`src/source/frontend_pkg.sv`:
```
`default_nettype none

package frontend_pkg;

	// machine widths
	localparam int pc_w = 16;
	localparam int inst_w = 16;
	localparam int slots = 4;
	localparam int slot_iw = $clog2(slots);
	localparam int group_w = slots * inst_w;

	// instruction memory, one group per word
	localparam int imem_groups = 64;
	localparam int imem_aw = $clog2(imem_groups);

	localparam int lat_entries = 4;
	localparam int lat_iw = $clog2(lat_entries);

	// instruction fields
	localparam int op_w = 4;
	localparam int reg_w = 3;
	localparam int imm_w = 6;
	localparam int cls_w = 3;

	// valid, is_branch, pred_taken, uses_imm, class, rd, rs1, rs2, imm
	localparam int dec_w = 4 + cls_w + 3 * reg_w + imm_w;

	localparam logic [op_w-1:0] op_nop = 4'h0;
	localparam logic [op_w-1:0] op_add = 4'h1;
	localparam logic [op_w-1:0] op_sub = 4'h2;
	localparam logic [op_w-1:0] op_addi = 4'h3;
	localparam logic [op_w-1:0] op_ld = 4'h4;
	localparam logic [op_w-1:0] op_st = 4'h5;
	localparam logic [op_w-1:0] op_beq = 4'h6;

	// opcode classes in the decoded word
	localparam logic [cls_w-1:0] cls_nop = 3'd0;
	localparam logic [cls_w-1:0] cls_add = 3'd1;
	localparam logic [cls_w-1:0] cls_sub = 3'd2;
	localparam logic [cls_w-1:0] cls_ld = 3'd3;
	localparam logic [cls_w-1:0] cls_st = 3'd4;
	localparam logic [cls_w-1:0] cls_br = 3'd5;

	typedef union packed {
		struct packed {
			logic [op_w-1:0]  opcode;
			logic [reg_w-1:0] rd;
			logic [reg_w-1:0] rs1;
			logic [reg_w-1:0] rs2;
			logic [2:0]       funct;
		} r;
		// branch offset counts instructions
		struct packed {
			logic [op_w-1:0]         opcode;
			logic [reg_w-1:0]        rd;
			logic [reg_w-1:0]        rs1;
			logic signed [imm_w-1:0] imm;
		} i;
	} inst_u;

endpackage

`default_nettype wire

```
`src/source/fetch_if.sv`:
```
`timescale 1ns/1ps
`default_nettype none

interface fetch_if import frontend_pkg::*; ();

	logic [pc_w-1:0]    pc;
	logic [group_w-1:0] inst;
	logic [pc_w-1:0]    recv_pc;
	logic [slots-1:0]   pred_result;
	logic [slots-1:0]   valid_mask;

	modport src (
		output pc,
		output inst,
		output recv_pc,
		output pred_result,
		output valid_mask
	);

	modport dst (
		input pc,
		input inst,
		input recv_pc,
		input pred_result,
		input valid_mask
	);

endinterface

`default_nettype wire

```
`src/source/decode_stage.sv`:
```
`timescale 1ns/1ps
`default_nettype none

module decode_stage import frontend_pkg::*; (
	input  logic             clk,
	input  logic             arst_n,
	input  logic             stall,
	fetch_if.dst             in,
	output logic [dec_w-1:0] dec_inst0,
	output logic [dec_w-1:0] dec_inst1,
	output logic [dec_w-1:0] dec_inst2,
	output logic [dec_w-1:0] dec_inst3,
	output logic [pc_w-1:0]  dec_pc,
	output logic [1:0]       lbd_state,
	output logic             loop_start
);

	logic [dec_w-1:0] dec_c [slots];
	logic [dec_w-1:0] dec_q [slots];
	logic br_any;
	logic [slot_iw-1:0] br_idx;
	logic br_valid;
	logic [pc_w-1:0] br_pc;

	for (genvar g = 0; g < slots; g++) begin : g_dec
		inst_decoder u_dec (
			.inst       (in.inst[g*inst_w +: inst_w]),
			.slot_valid (in.valid_mask[g]),
			.pred_taken (in.pred_result[g]),
			.dec        (dec_c[g])
		);
	end

	// first predicted-taken valid slot
	always_comb begin
		br_any = 1'b0;
		br_idx = '0;
		for (int i = slots - 1; i >= 0; i--) begin
			if (in.valid_mask[i] && in.pred_result[i]) begin
				br_any = 1'b1;
				br_idx = slot_iw'(i);
			end
		end
	end

	// held group is seen again after the stall, count it only then
	assign br_valid = br_any && !stall;
	assign br_pc = {in.pc[pc_w-1:slot_iw], br_idx};

	loop_detector u_lbd (
		.clk        (clk),
		.arst_n     (arst_n),
		.br_valid   (br_valid),
		.br_pc      (br_pc),
		.lbd_state  (lbd_state),
		.loop_start (loop_start)
	);

	always_ff @(posedge clk or negedge arst_n) begin
		if (!arst_n) begin
			dec_pc <= '0;
			for (int i = 0; i < slots; i++) begin
				dec_q[i] <= '0;
			end
		end else begin
			dec_pc <= in.pc;
			for (int i = 0; i < slots; i++) begin
				dec_q[i] <= {dec_c[i][dec_w-1] & ~stall, dec_c[i][dec_w-2:0]};
			end
		end
	end

	assign dec_inst0 = dec_q[0];
	assign dec_inst1 = dec_q[1];
	assign dec_inst2 = dec_q[2];
	assign dec_inst3 = dec_q[3];

endmodule

`default_nettype wire

```
`src/source/fetch_unit.sv`:
```
`timescale 1ns/1ps
`default_nettype none

module fetch_unit import frontend_pkg::*; (
	input  logic               clk,
	input  logic               arst_n,
	input  logic               stall,
	input  logic               redirect_en,
	input  logic [pc_w-1:0]    redirect_pc,
	input  logic               imem_we,
	input  logic [imem_aw-1:0] imem_addr,
	input  logic [group_w-1:0] imem_wdata,
	fetch_if.src               out
);

	logic [group_w-1:0] imem [imem_groups];
	logic [pc_w-1:0] fetch_pc;
	logic [pc_w-1:0] group_pc;
	logic [group_w-1:0] group;
	inst_u slot_u [slots];
	logic [slots-1:0] lead_mask;
	logic [slots-1:0] back_br;
	logic taken;
	logic [slot_iw-1:0] taken_idx;
	logic [pc_w-1:0] after_pc;
	logic [pc_w-1:0] target_pc;
	logic [pc_w-1:0] recv_c;
	logic [pc_w-1:0] next_pc;
	logic [slots-1:0] valid_c;
	logic [slots-1:0] pred_c;

	always_ff @(posedge clk) begin
		if (imem_we) begin
			imem[imem_addr] <= imem_wdata;
		end
	end

	assign group_pc = {fetch_pc[pc_w-1:slot_iw], {slot_iw{1'b0}}};
	assign group = imem[fetch_pc[imem_aw+slot_iw-1:slot_iw]];

	always_comb begin
		for (int i = 0; i < slots; i++) begin
			slot_u[i] = group[i*inst_w +: inst_w];
			lead_mask[i] = (i >= int'(fetch_pc[slot_iw-1:0]));
			back_br[i] = lead_mask[i] && (slot_u[i].i.opcode == op_beq) &&
				slot_u[i].i.imm[imm_w-1];
		end
	end

	// lowest slot wins
	always_comb begin
		taken = 1'b0;
		taken_idx = '0;
		for (int i = slots - 1; i >= 0; i--) begin
			if (back_br[i]) begin
				taken = 1'b1;
				taken_idx = slot_iw'(i);
			end
		end
	end

	assign after_pc = {group_pc[pc_w-1:slot_iw], taken_idx} + 1'b1;
	assign target_pc = after_pc +
		{{(pc_w-imm_w){slot_u[taken_idx].i.imm[imm_w-1]}}, slot_u[taken_idx].i.imm};
	assign recv_c = taken ? after_pc : group_pc + pc_w'(slots);
	assign next_pc = taken ? target_pc : group_pc + pc_w'(slots);

	always_comb begin
		for (int i = 0; i < slots; i++) begin
			valid_c[i] = lead_mask[i] && (!taken || i <= int'(taken_idx));
			pred_c[i] = taken && (i == int'(taken_idx));
		end
	end

	always_ff @(posedge clk or negedge arst_n) begin
		if (!arst_n) begin
			fetch_pc <= '0;
			out.valid_mask <= '0;
			out.pred_result <= '0;
		end else if (redirect_en) begin
			fetch_pc <= redirect_pc;
			out.valid_mask <= '0;
			out.pred_result <= '0;
		end else if (!stall) begin
			fetch_pc <= next_pc;
			out.valid_mask <= valid_c;
			out.pred_result <= pred_c;
		end
	end

	always_ff @(posedge clk) begin
		if (!stall) begin
			out.pc <= group_pc;
			out.inst <= group;
			out.recv_pc <= recv_c;
		end
	end

endmodule

`default_nettype wire

```
`src/source/frontend_top.sv`:
```
`timescale 1ns/1ps
`default_nettype none

module frontend_top import frontend_pkg::*; (
	input  logic               clk,
	input  logic               arst_n,
	input  logic               imem_we,
	input  logic [imem_aw-1:0] imem_addr,
	input  logic [group_w-1:0] imem_wdata,
	input  logic               redirect_en,
	input  logic [pc_w-1:0]    redirect_pc,
	input  logic               stall,
	output logic [dec_w-1:0]   dec_inst0,
	output logic [dec_w-1:0]   dec_inst1,
	output logic [dec_w-1:0]   dec_inst2,
	output logic [dec_w-1:0]   dec_inst3,
	output logic [pc_w-1:0]    dec_pc,
	output logic [1:0]         lbd_state,
	output logic               loop_start
);

	fetch_if fetch_grp ();
	fetch_if id_grp ();

	fetch_unit u_fetch (
		.clk         (clk),
		.arst_n      (arst_n),
		.stall       (stall),
		.redirect_en (redirect_en),
		.redirect_pc (redirect_pc),
		.imem_we     (imem_we),
		.imem_addr   (imem_addr),
		.imem_wdata  (imem_wdata),
		.out         (fetch_grp)
	);

	// a redirect also drops the group already in IF/ID
	if_id_reg u_if_id (
		.clk    (clk),
		.arst_n (arst_n),
		.stall  (stall),
		.flush  (redirect_en),
		.in     (fetch_grp),
		.out    (id_grp)
	);

	decode_stage u_decode (
		.clk        (clk),
		.arst_n     (arst_n),
		.stall      (stall),
		.in         (id_grp),
		.dec_inst0  (dec_inst0),
		.dec_inst1  (dec_inst1),
		.dec_inst2  (dec_inst2),
		.dec_inst3  (dec_inst3),
		.dec_pc     (dec_pc),
		.lbd_state  (lbd_state),
		.loop_start (loop_start)
	);

endmodule

`default_nettype wire

```
`src/source/if_id_reg.sv`:
```
`timescale 1ns/1ps
`default_nettype none

module if_id_reg (
	input  logic clk,
	input  logic arst_n,
	input  logic stall,
	input  logic flush,
	fetch_if.dst in,
	fetch_if.src out
);

	// flush beats stall
	always_ff @(posedge clk or negedge arst_n) begin
		if (!arst_n) begin
			out.valid_mask <= '0;
			out.pred_result <= '0;
		end else if (flush) begin
			out.valid_mask <= '0;
			out.pred_result <= '0;
		end else if (!stall) begin
			out.valid_mask <= in.valid_mask;
			out.pred_result <= in.pred_result;
		end
	end

	always_ff @(posedge clk) begin
		if (!stall) begin
			out.pc <= in.pc;
			out.inst <= in.inst;
			out.recv_pc <= in.recv_pc;
		end
	end

endmodule

`default_nettype wire

```
`src/source/inst_decoder.sv`:
```
`timescale 1ns/1ps
`default_nettype none

module inst_decoder import frontend_pkg::*; (
	input  logic [inst_w-1:0] inst,
	input  logic              slot_valid,
	input  logic              pred_taken,
	output logic [dec_w-1:0]  dec
);

	inst_u u;
	logic known;
	logic is_branch;
	logic uses_imm;
	logic [cls_w-1:0] cls;
	logic [reg_w-1:0] rd;
	logic [reg_w-1:0] rs1;
	logic [reg_w-1:0] rs2;
	logic [imm_w-1:0] imm;

	assign u = inst;

	always_comb begin
		known = 1'b1;
		is_branch = 1'b0;
		uses_imm = 1'b0;
		cls = cls_nop;
		rd = '0;
		rs1 = '0;
		rs2 = '0;
		imm = '0;
		case (u.r.opcode)
			op_nop: begin
				cls = cls_nop;
			end
			op_add, op_sub: begin
				cls = (u.r.opcode == op_add) ? cls_add : cls_sub;
				rd = u.r.rd;
				rs1 = u.r.rs1;
				rs2 = u.r.rs2;
			end
			op_addi, op_ld: begin
				cls = (u.i.opcode == op_addi) ? cls_add : cls_ld;
				uses_imm = 1'b1;
				rd = u.i.rd;
				rs1 = u.i.rs1;
				imm = u.i.imm;
			end
			// store data and second compare operand sit in the rd field
			op_st, op_beq: begin
				cls = (u.i.opcode == op_st) ? cls_st : cls_br;
				is_branch = (u.i.opcode == op_beq);
				uses_imm = 1'b1;
				rs1 = u.i.rs1;
				rs2 = u.i.rd;
				imm = u.i.imm;
			end
			default: begin
				known = 1'b0;
			end
		endcase
		if (!slot_valid || !known) begin
			dec = '0;
		end else begin
			dec = {1'b1, is_branch, pred_taken, uses_imm, cls, rd, rs1, rs2, imm};
		end
	end

endmodule

`default_nettype wire

```
`src/source/loop_detector.sv`:
```
`timescale 1ns/1ps
`default_nettype none

module loop_detector import frontend_pkg::*; (
	input  logic            clk,
	input  logic            arst_n,
	input  logic            br_valid,
	input  logic [pc_w-1:0] br_pc,
	output logic [1:0]      lbd_state,
	output logic            loop_start
);

	logic [pc_w-1:0] lat_pc [lat_entries];
	logic [1:0] lat_cnt [lat_entries];
	logic [lat_entries-1:0] lat_vld;
	logic [lat_iw-1:0] rr_ptr;
	logic hit;
	logic [lat_iw-1:0] hit_idx;
	logic [1:0] new_cnt;

	// associative lookup
	always_comb begin
		hit = 1'b0;
		hit_idx = '0;
		for (int i = 0; i < lat_entries; i++) begin
			if (lat_vld[i] && (lat_pc[i] == br_pc)) begin
				hit = 1'b1;
				hit_idx = lat_iw'(i);
			end
		end
	end

	// saturates at 3
	always_comb begin
		if (!hit) begin
			new_cnt = 2'd1;
		end else if (lat_cnt[hit_idx] == 2'd3) begin
			new_cnt = 2'd3;
		end else begin
			new_cnt = lat_cnt[hit_idx] + 2'd1;
		end
	end

	always_ff @(posedge clk or negedge arst_n) begin
		if (!arst_n) begin
			lat_vld <= '0;
			rr_ptr <= '0;
			lbd_state <= '0;
			loop_start <= 1'b0;
			for (int i = 0; i < lat_entries; i++) begin
				lat_cnt[i] <= '0;
			end
		end else begin
			lbd_state <= br_valid ? new_cnt : 2'd0;
			loop_start <= br_valid && hit && (lat_cnt[hit_idx] == 2'd2);
			if (br_valid && hit) begin
				lat_cnt[hit_idx] <= new_cnt;
			end else if (br_valid) begin
				lat_vld[rr_ptr] <= 1'b1;
				lat_cnt[rr_ptr] <= 2'd1;
				rr_ptr <= rr_ptr + 1'b1;
			end
		end
	end

	always_ff @(posedge clk) begin
		if (br_valid && !hit) begin
			lat_pc[rr_ptr] <= br_pc;
		end
	end

endmodule

`default_nettype wire
```
`config.mk`:
```
export PLATFORM = sky130hd
export DESIGN_NAME = frontend_top
export DESIGN_NICKNAME = d
export VERILOG_FILES = /design/src/source/frontend_pkg.sv /design/src/source/fetch_if.sv /design/src/source/decode_stage.sv /design/src/source/fetch_unit.sv /design/src/source/frontend_top.sv /design/src/source/if_id_reg.sv /design/src/source/inst_decoder.sv /design/src/source/loop_detector.sv
export SDC_FILE = /design/constraint.sdc
export NUM_CORES = 2
export LEC_CHECK = 0
export ABC_CLOCK_PERIOD_IN_PS = 7300
export BUFFER_PORTS_ARGS = -buffer_cell sky130_fd_sc_hd__buf_4
export CAP_MARGIN = 20
export CORE_MARGIN = 1
export CORE_UTILIZATION = 57
export CTS_BUF_LIST = sky130_fd_sc_hd__clkbuf_2
export CTS_CLUSTER_SIZE = 40
export DETAILED_ROUTE_END_ITERATION = 8
export GPL_ROUTABILITY_DRIVEN = 0
export PLACE_DENSITY = 0.73
export SYNTH_ARGS = -nofsm -noshare
export SYNTH_HDL_FRONTEND = slang
export SYNTH_MEMORY_MAX_BITS = 65536
export SYNTH_SLANG_ARGS = --single-unit
```
`constraint.sdc`:
```
create_clock -name clk -period 7.3 [get_ports clk]
set_clock_uncertainty 0.1 [all_clocks]
set_input_delay 1.46 -clock clk [delete_from_list [all_inputs] [get_ports clk]]
set_output_delay 1.46 -clock clk [all_outputs]
set_load 0.03 [all_outputs]
```
# Word-level counts from Yosys, hierarchy flattened
# Memories as Yosys holds them, arrays and structs flattened.
# Index checks and enable logic that the tools add are counted.
[word_totals]
reg_bits = 307
latchBits = 0
mem_bits_rw = 4160
romBits = 0
inputBits = 91
out_inout_bits = 107
elab_cells = 278
n_memories = 2
[op_classes]
add_sub_neg = 5
mul = 0
div = 0
order_cmp = 13
eq_ne = 38
n_shift = 0
n_mux = 104
n_bitwise = 13
reduce_logical = 81
[memory_table]
columns = ["name", "depth", "word_bits", "read_ports", "rd_ports_with_merged_regs", "write_ports", "line", "rtl"]
rows = [
  ["u_fetch.imem", 64, 64, 1, 0, 1, "fetch_unit.sv:16", "logic [group_w-1:0] imem [imem_groups];"],
  ["u_decode.u_lbd.lat_pc", 4, 16, 4, 0, 1, "loop_detector.sv:13", "logic [pc_w-1:0] lat_pc [lat_entries];"],
]
[ops]
columns = ["cell", "count"]
rows = [
  ["$mux W22", 4],
  ["$eq A16 B16 Y1", 4],
  ["$eq A4 B3 Y1 const B", 16],
  ["$mux W2", 25],
  ["$mux W16", 3],
  ["$mux W6", 6],
  ["$pmux W3 S3", 4],
  ["$mux W1", 34],
  ["$bmux W16 S2", 1],
  ["$eq A4 B2 Y1 const B", 8],
  ["$mux W4", 8],
  ["$reduce_or A4 Y1", 8],
  ["$logic_and A1 B1 Y1", 28],
  ["$reduce_or A7 Y1", 4],
  ["$mux W3", 8],
  ["$pmux W3 S2", 4],
  ["$reduce_or A2 Y1", 12],
  ["$reduce_or A6 Y1", 4],
  ["$add A16 B1 Y16 const B", 1],
  ["$add A16 B16 Y16", 1],
  ["$add A16 B3 Y16 const B", 1],
  ["$eq A4 B1 Y1 const B", 4],
  ["$logic_not A4 Y1", 4],
  ["$mux W8", 2],
  ["28 further kinds", 60],
]

# Longest topological paths before layout
[logic_depth]
word_depth = 19
ltp_mapped = 32
depth_no_buf = 23

# By module
# From an unflattened synthesis, not the netlist that was laid out.
[hier_totals]
hier_cells = 7298
hier_area_um2 = 172202.7
[by_module_without_submodules]
columns = ["mod", "n_inst", "cells_each", "area_per_inst_um2", "seq_area_each_um2"]
rows = [
  ["fetch_unit", 1, 6598, 161187.1, 126421.2],
  ["loop_detector", 1, 257, 3648.5, 2347.3],
  ["if_id_reg", 1, 123, 3211.8, 3083.0],
  ["decode_stage", 1, 115, 2676.3, 2602.5],
  ["inst_decoder at u_decode.g_dec[1].u_dec ...", 3, 52, 379.1, 0.0],
  ["inst_decoder at u_decode.g_dec[0].u_dec", 1, 49, 341.6, 0.0],
]

# Least setup slack after synthesis
# Ideal clock, no wire load.
[synth_timing]
path_kind = "input -> register"
from = "in stall"
to = "reg u_fetch.fetch_pc[9]"
setup_time_ns = 0.112
t_arrival_ns = 6.925
required_time_ns = 7.088
slack_ns = 0.164
stages = 4
path_buffers = 1
path_cell_list = "inv_1 clkbuf_1 o21ai_0 o31ai_1"
[synth_via]
elab_chain_cells = 1
[synth_lines]
columns = ["item", "line", "rtl"]
rows = [
  ["from (decl)", "frontend_top.sv:12", "input logic stall,"],
  ["$ne A2 B2 Y1 (no line)", "n/a", ""],
  ["to (signal assigned)", "fetch_unit.sv:81", "fetch_pc <= redirect_pc;"],
  ["to (signal assigned)", "fetch_unit.sv:85", "fetch_pc <= next_pc;"],
  ["to (decl)", "fetch_unit.sv:17", "logic [pc_w-1:0] fetch_pc;"],
]
# Every way passes these cells.
# A chain may end at the register's enable or synchronous reset.

# Final worst setup path
[layout_timing]
from = "reg u_fetch.fetch_pc[5]"
to = "reg u_fetch.fetch_pc[10]"
[layout_via]
elab_chain_cells = 15
word_cells_on_any_way = 30
classes_between = "add/sub: 3; eq/ne: 4; mux: 14; bitwise: 1; reduce/logical: 7; memory: 1"
[layout_lines]
columns = ["item", "line", "rtl"]
rows = [
  ["parallel branches: the longest is 12 deep, another holds $mem_v2 Z64 W64", "n/a", ""],
  ["$mux W16 (*)", "fetch_unit.sv:66", "assign next_pc = taken ? target_pc : group_pc + pc_w'(slots);"],
  ["$mux W16 (*)", "fetch_unit.sv:84", "end else if (!stall) begin"],
  ["$mux W16 (*)", "fetch_unit.sv:80", "end else if (redirect_en) begin"],
]
# Every way passes the cells marked *. The select of a mux whose other input is x is not followed.

==> qor.yml <==
final_common_cell: "edfxtp_1"
die_w_um: 549
track_usage: 0.327
cts_buffers: 1144
dpl_cell_area_mm2: 0.179
grt_pass1_vias: 89100
die_h_um: 549
intPower_w: 0.0436
arrival_ns: 9.11
fin_crit_sh: 0.971
regArea_mm2: 0.133
p_leak_nw: 62.4
multi_input_area_mm2: 0.0354
max_slew_margin: 0.201
clk_latency_ns: 2.23
ant_nets: 0
synth_seq_cells: 4467
maxCapViolations: 0
netlist_top_cells_area: "edfxtp_1 76%, mux4_2 16%, dfrtp_1 2.2%"
overflow: 0
synth_area_leader_cell: "edfxtp_1"
grt_max_degree: 105
dp_cells: 11300
synth_flop_cell: "edfxtp_1"
vias: 89500
fin_area_mm2: 0.190
drcViolationCount: 0
yosysWarningCount: 0
final_cells: 13300
comb_power_share: 0.279
switching_share: 0.310
h-tree-depth: 7
drtPass1Iterations: 6
p_clk_frac: 0.255
fill_cells: 19400
synth_top_area_share: 0.761
netlist_area_mm2: 0.170
rsz0062_at_grt: "false"
yosysSeqAreaShare: 0.783
wire_per_inst_um: 36.5
final_layout_size_suffix_gt1_frac: 0.378
cts_tree: "yes"
worst_setup_path_start_kind: "flop"
cp_max_fo: 15
nets: 8742
grt_pass1_wl_um: 668000
syn2layout_area_growth_pct: 11.4
power_frac_seq: 0.466
end_kind: "flop"
drv_slew: 0
synth-edff-count: 4316
clk_pin_slew_worst_paths_ns: 0.12
fmax_mhz: 141
wl_um: 484000
peakVddDrop_uv: 301
portBuffers: 195
synth.distinct_cells: 78
rows: 200
hold_path_class: "input port to flop"
die_area_mm2: 0.301
final_cell_mix: "4316 x edfxtp_1, 1594 x clkbuf_2, 1200 x mux4_2"
antenna_found_initial: 37
hold_viol_final: 0
clk_path_buf_depth: 5
regToRegSetupSlack_ns: 0.21
utilization: 0.639
setup_viol_count_final: 0
dpl.hpwl_um: 254000
period_minus_slack_ns: 7.09
avgSynthCellArea_um2: 23.8
crit_type: "flop to flop"
max_slew.worst_pin.slew_ns: 1.20
viasPerCell: 6.74
core_mm2: 0.297
drt_iter0_markers: 14300
switchingPower_w: 0.0196
p_total_w: 0.0633
status: "completed"
start_util: 0.574
root_buffer: "clkbuf_2"
power_density_mw_per_mm2: 333
clock-sinks: 4467
io_pins: 198
tns_ns: 0
async_reset_ff_frac: 0.0338
syn_inst: 7171
cp.required_ns: 9.32
[layer usage]
layer | up-vias | global-route usage | wire (um)
met4 | 32 | 0.153 | 23900
met2 | 7617 | 0.500 | 227000
met5 | - | 0 | 220
li1 | 34200 | - | -
met1 | 46300 | 0.433 | 166000
met3 | 1299 | 0.102 | 67500
[power groups by stage]
stage / clock (W) / combinational (W) / sequential (W)
2_1_floorplan: 0 / 0.0117 / 0.0297
5_1_grt: 0.0177 / 0.0184 / 0.0295
6_report: 0.0161 / 0.0176 / 0.0295
4_1_cts: 0.0164 / 0.0173 / 0.0295
3_3_place_gp: 0 / 0.0169 / 0.0301
3_5_place_dp: 0 / 0.0171 / 0.0301
[repair_timing]
item	CTS	global route
hold buffers	152	0
buffers inserted	0	16
setup endpoints to repair	0	6
hold endpoints to repair	4523	0
gates resized for setup	0	13
[cell usage after synthesis, types with 9 or more instances]
cell type	n
a22o_1	15
mux4_2	1200
o22ai_1	14
ha_1	20
mux2_2	18
nor4_1	20
nand2_1	76
buf_2	92
and3_1	12
nand4_1	22
clkbuf_1	172
or3_1	10
buf_6	30
nor2_1	189
a221oi_1	19
a21oi_1	57
dfrtp_1	151
a22oi_1	62
o21ai_0	45
nand2b_1	18
nor3_1	48
o221ai_1	9
a31oi_1	11
inv_1	25
buf_4	35
and2_1	60
buf_1	33
edfxtp_1	4316
mux4_1	35
nor2b_1	19
mux2i_1	76
xnor2_1	85
nand3_1	42
xor2_1	10
[state kept, by name, summed over array words and instances (netlist names), 16 cells and up]
name and flops:
u_fetch.imem 4096, u_decode.u_lbd.lat_pc 64, u_decode.dec_inst2 22, u_decode.dec_inst1 22
u_decode.dec_inst0 22, u_if_id.out.inst 64, u_fetch.out.inst 64, u_decode.dec_inst3 22
u_fetch.fetch_pc 16
[final cells by class]
cell class,count,share of cell area
well taps,3939,0.0260
repair buffers,687,0.0344
diodes,21,0.000277
clock buffers,1594,0.0420
clock inverters,230,0.00747
multi-input cells,2299,0.187
inverters,31,0.000718
flip-flops and latches,4467,0.703
[worst max-delay path: stages, from the launching register on]
cell           delay [ns]
dfrtp_4              0.68
inv_8                0.16
nand2_1              0.62
buf_4                0.34
o22ai_1              0.11
a2111o_1             0.45
nor3_1               0.36
nand4b_2             0.25
buf_4                0.22
a21boi_1             0.20
buf_4                0.19
nor2b_2              0.05
a2111oi_2            0.35
ha_1                 0.23
inv_1                0.06
fa_1                 0.46
a21o_1               0.18
a21oi_1              0.29
buf_4                0.21
o21ai_0              0.12
nand2_1              0.08
o21ai_0              0.12
nor2_1               0.13
xor2_1               0.07
and3_1               0.18
nor3_1               0.19
dlygate4sd3_1        0.58
[final timing paths]
| kind | cells after the start | start | endpoint |
|---|---|---|---|
| max in group asynchronous | 4 | arst_n | u_fetch.fetch_pc[4] |
| worst min register to register | 0 | u_fetch.out.inst[20] | u_if_id.out.inst[20] |
| worst max register to register | 26 | u_fetch.fetch_pc[5] | u_fetch.fetch_pc[10] |
| min in group asynchronous | 4 | arst_n | u_decode.dec_inst3[2] |
| worst min-delay path | 2 | imem_wdata[32] | u_fetch.imem[42][32] |
| worst max-delay path | 26 | u_fetch.fetch_pc[5] | u_fetch.fetch_pc[10] |
[metrics by stage]
step	setup slack [ns]	hold WS [ns]
detailed placement	0.196	0.305
floorplan	0.164	0.300
global route	0.00358	0.0726
finish	0.210	0.225
global placement	0.153	0.301
CTS	0.120	0.00394
[logic make-up (layout without fill, tap and decap cells)]
family | count (synthesis) | after routing | share of synthesized area
other | 1 | 23 | 0.0000220
adders and majority gates | 21 | 21 | 0.00159
AOI/OAI and AO/OA | 294 | 294 | 0.0119
DFF | 4467 | 4467 | 0.783
xor gates and xnor gates | 95 | 95 | 0.00488
buffers and inverters | 406 | 2542 | 0.0127
and+or+nand+nor | 558 | 558 | 0.0165
muxes | 1329 | 1329 | 0.170
No activity file was read; power rests on OpenSTA's default activity.
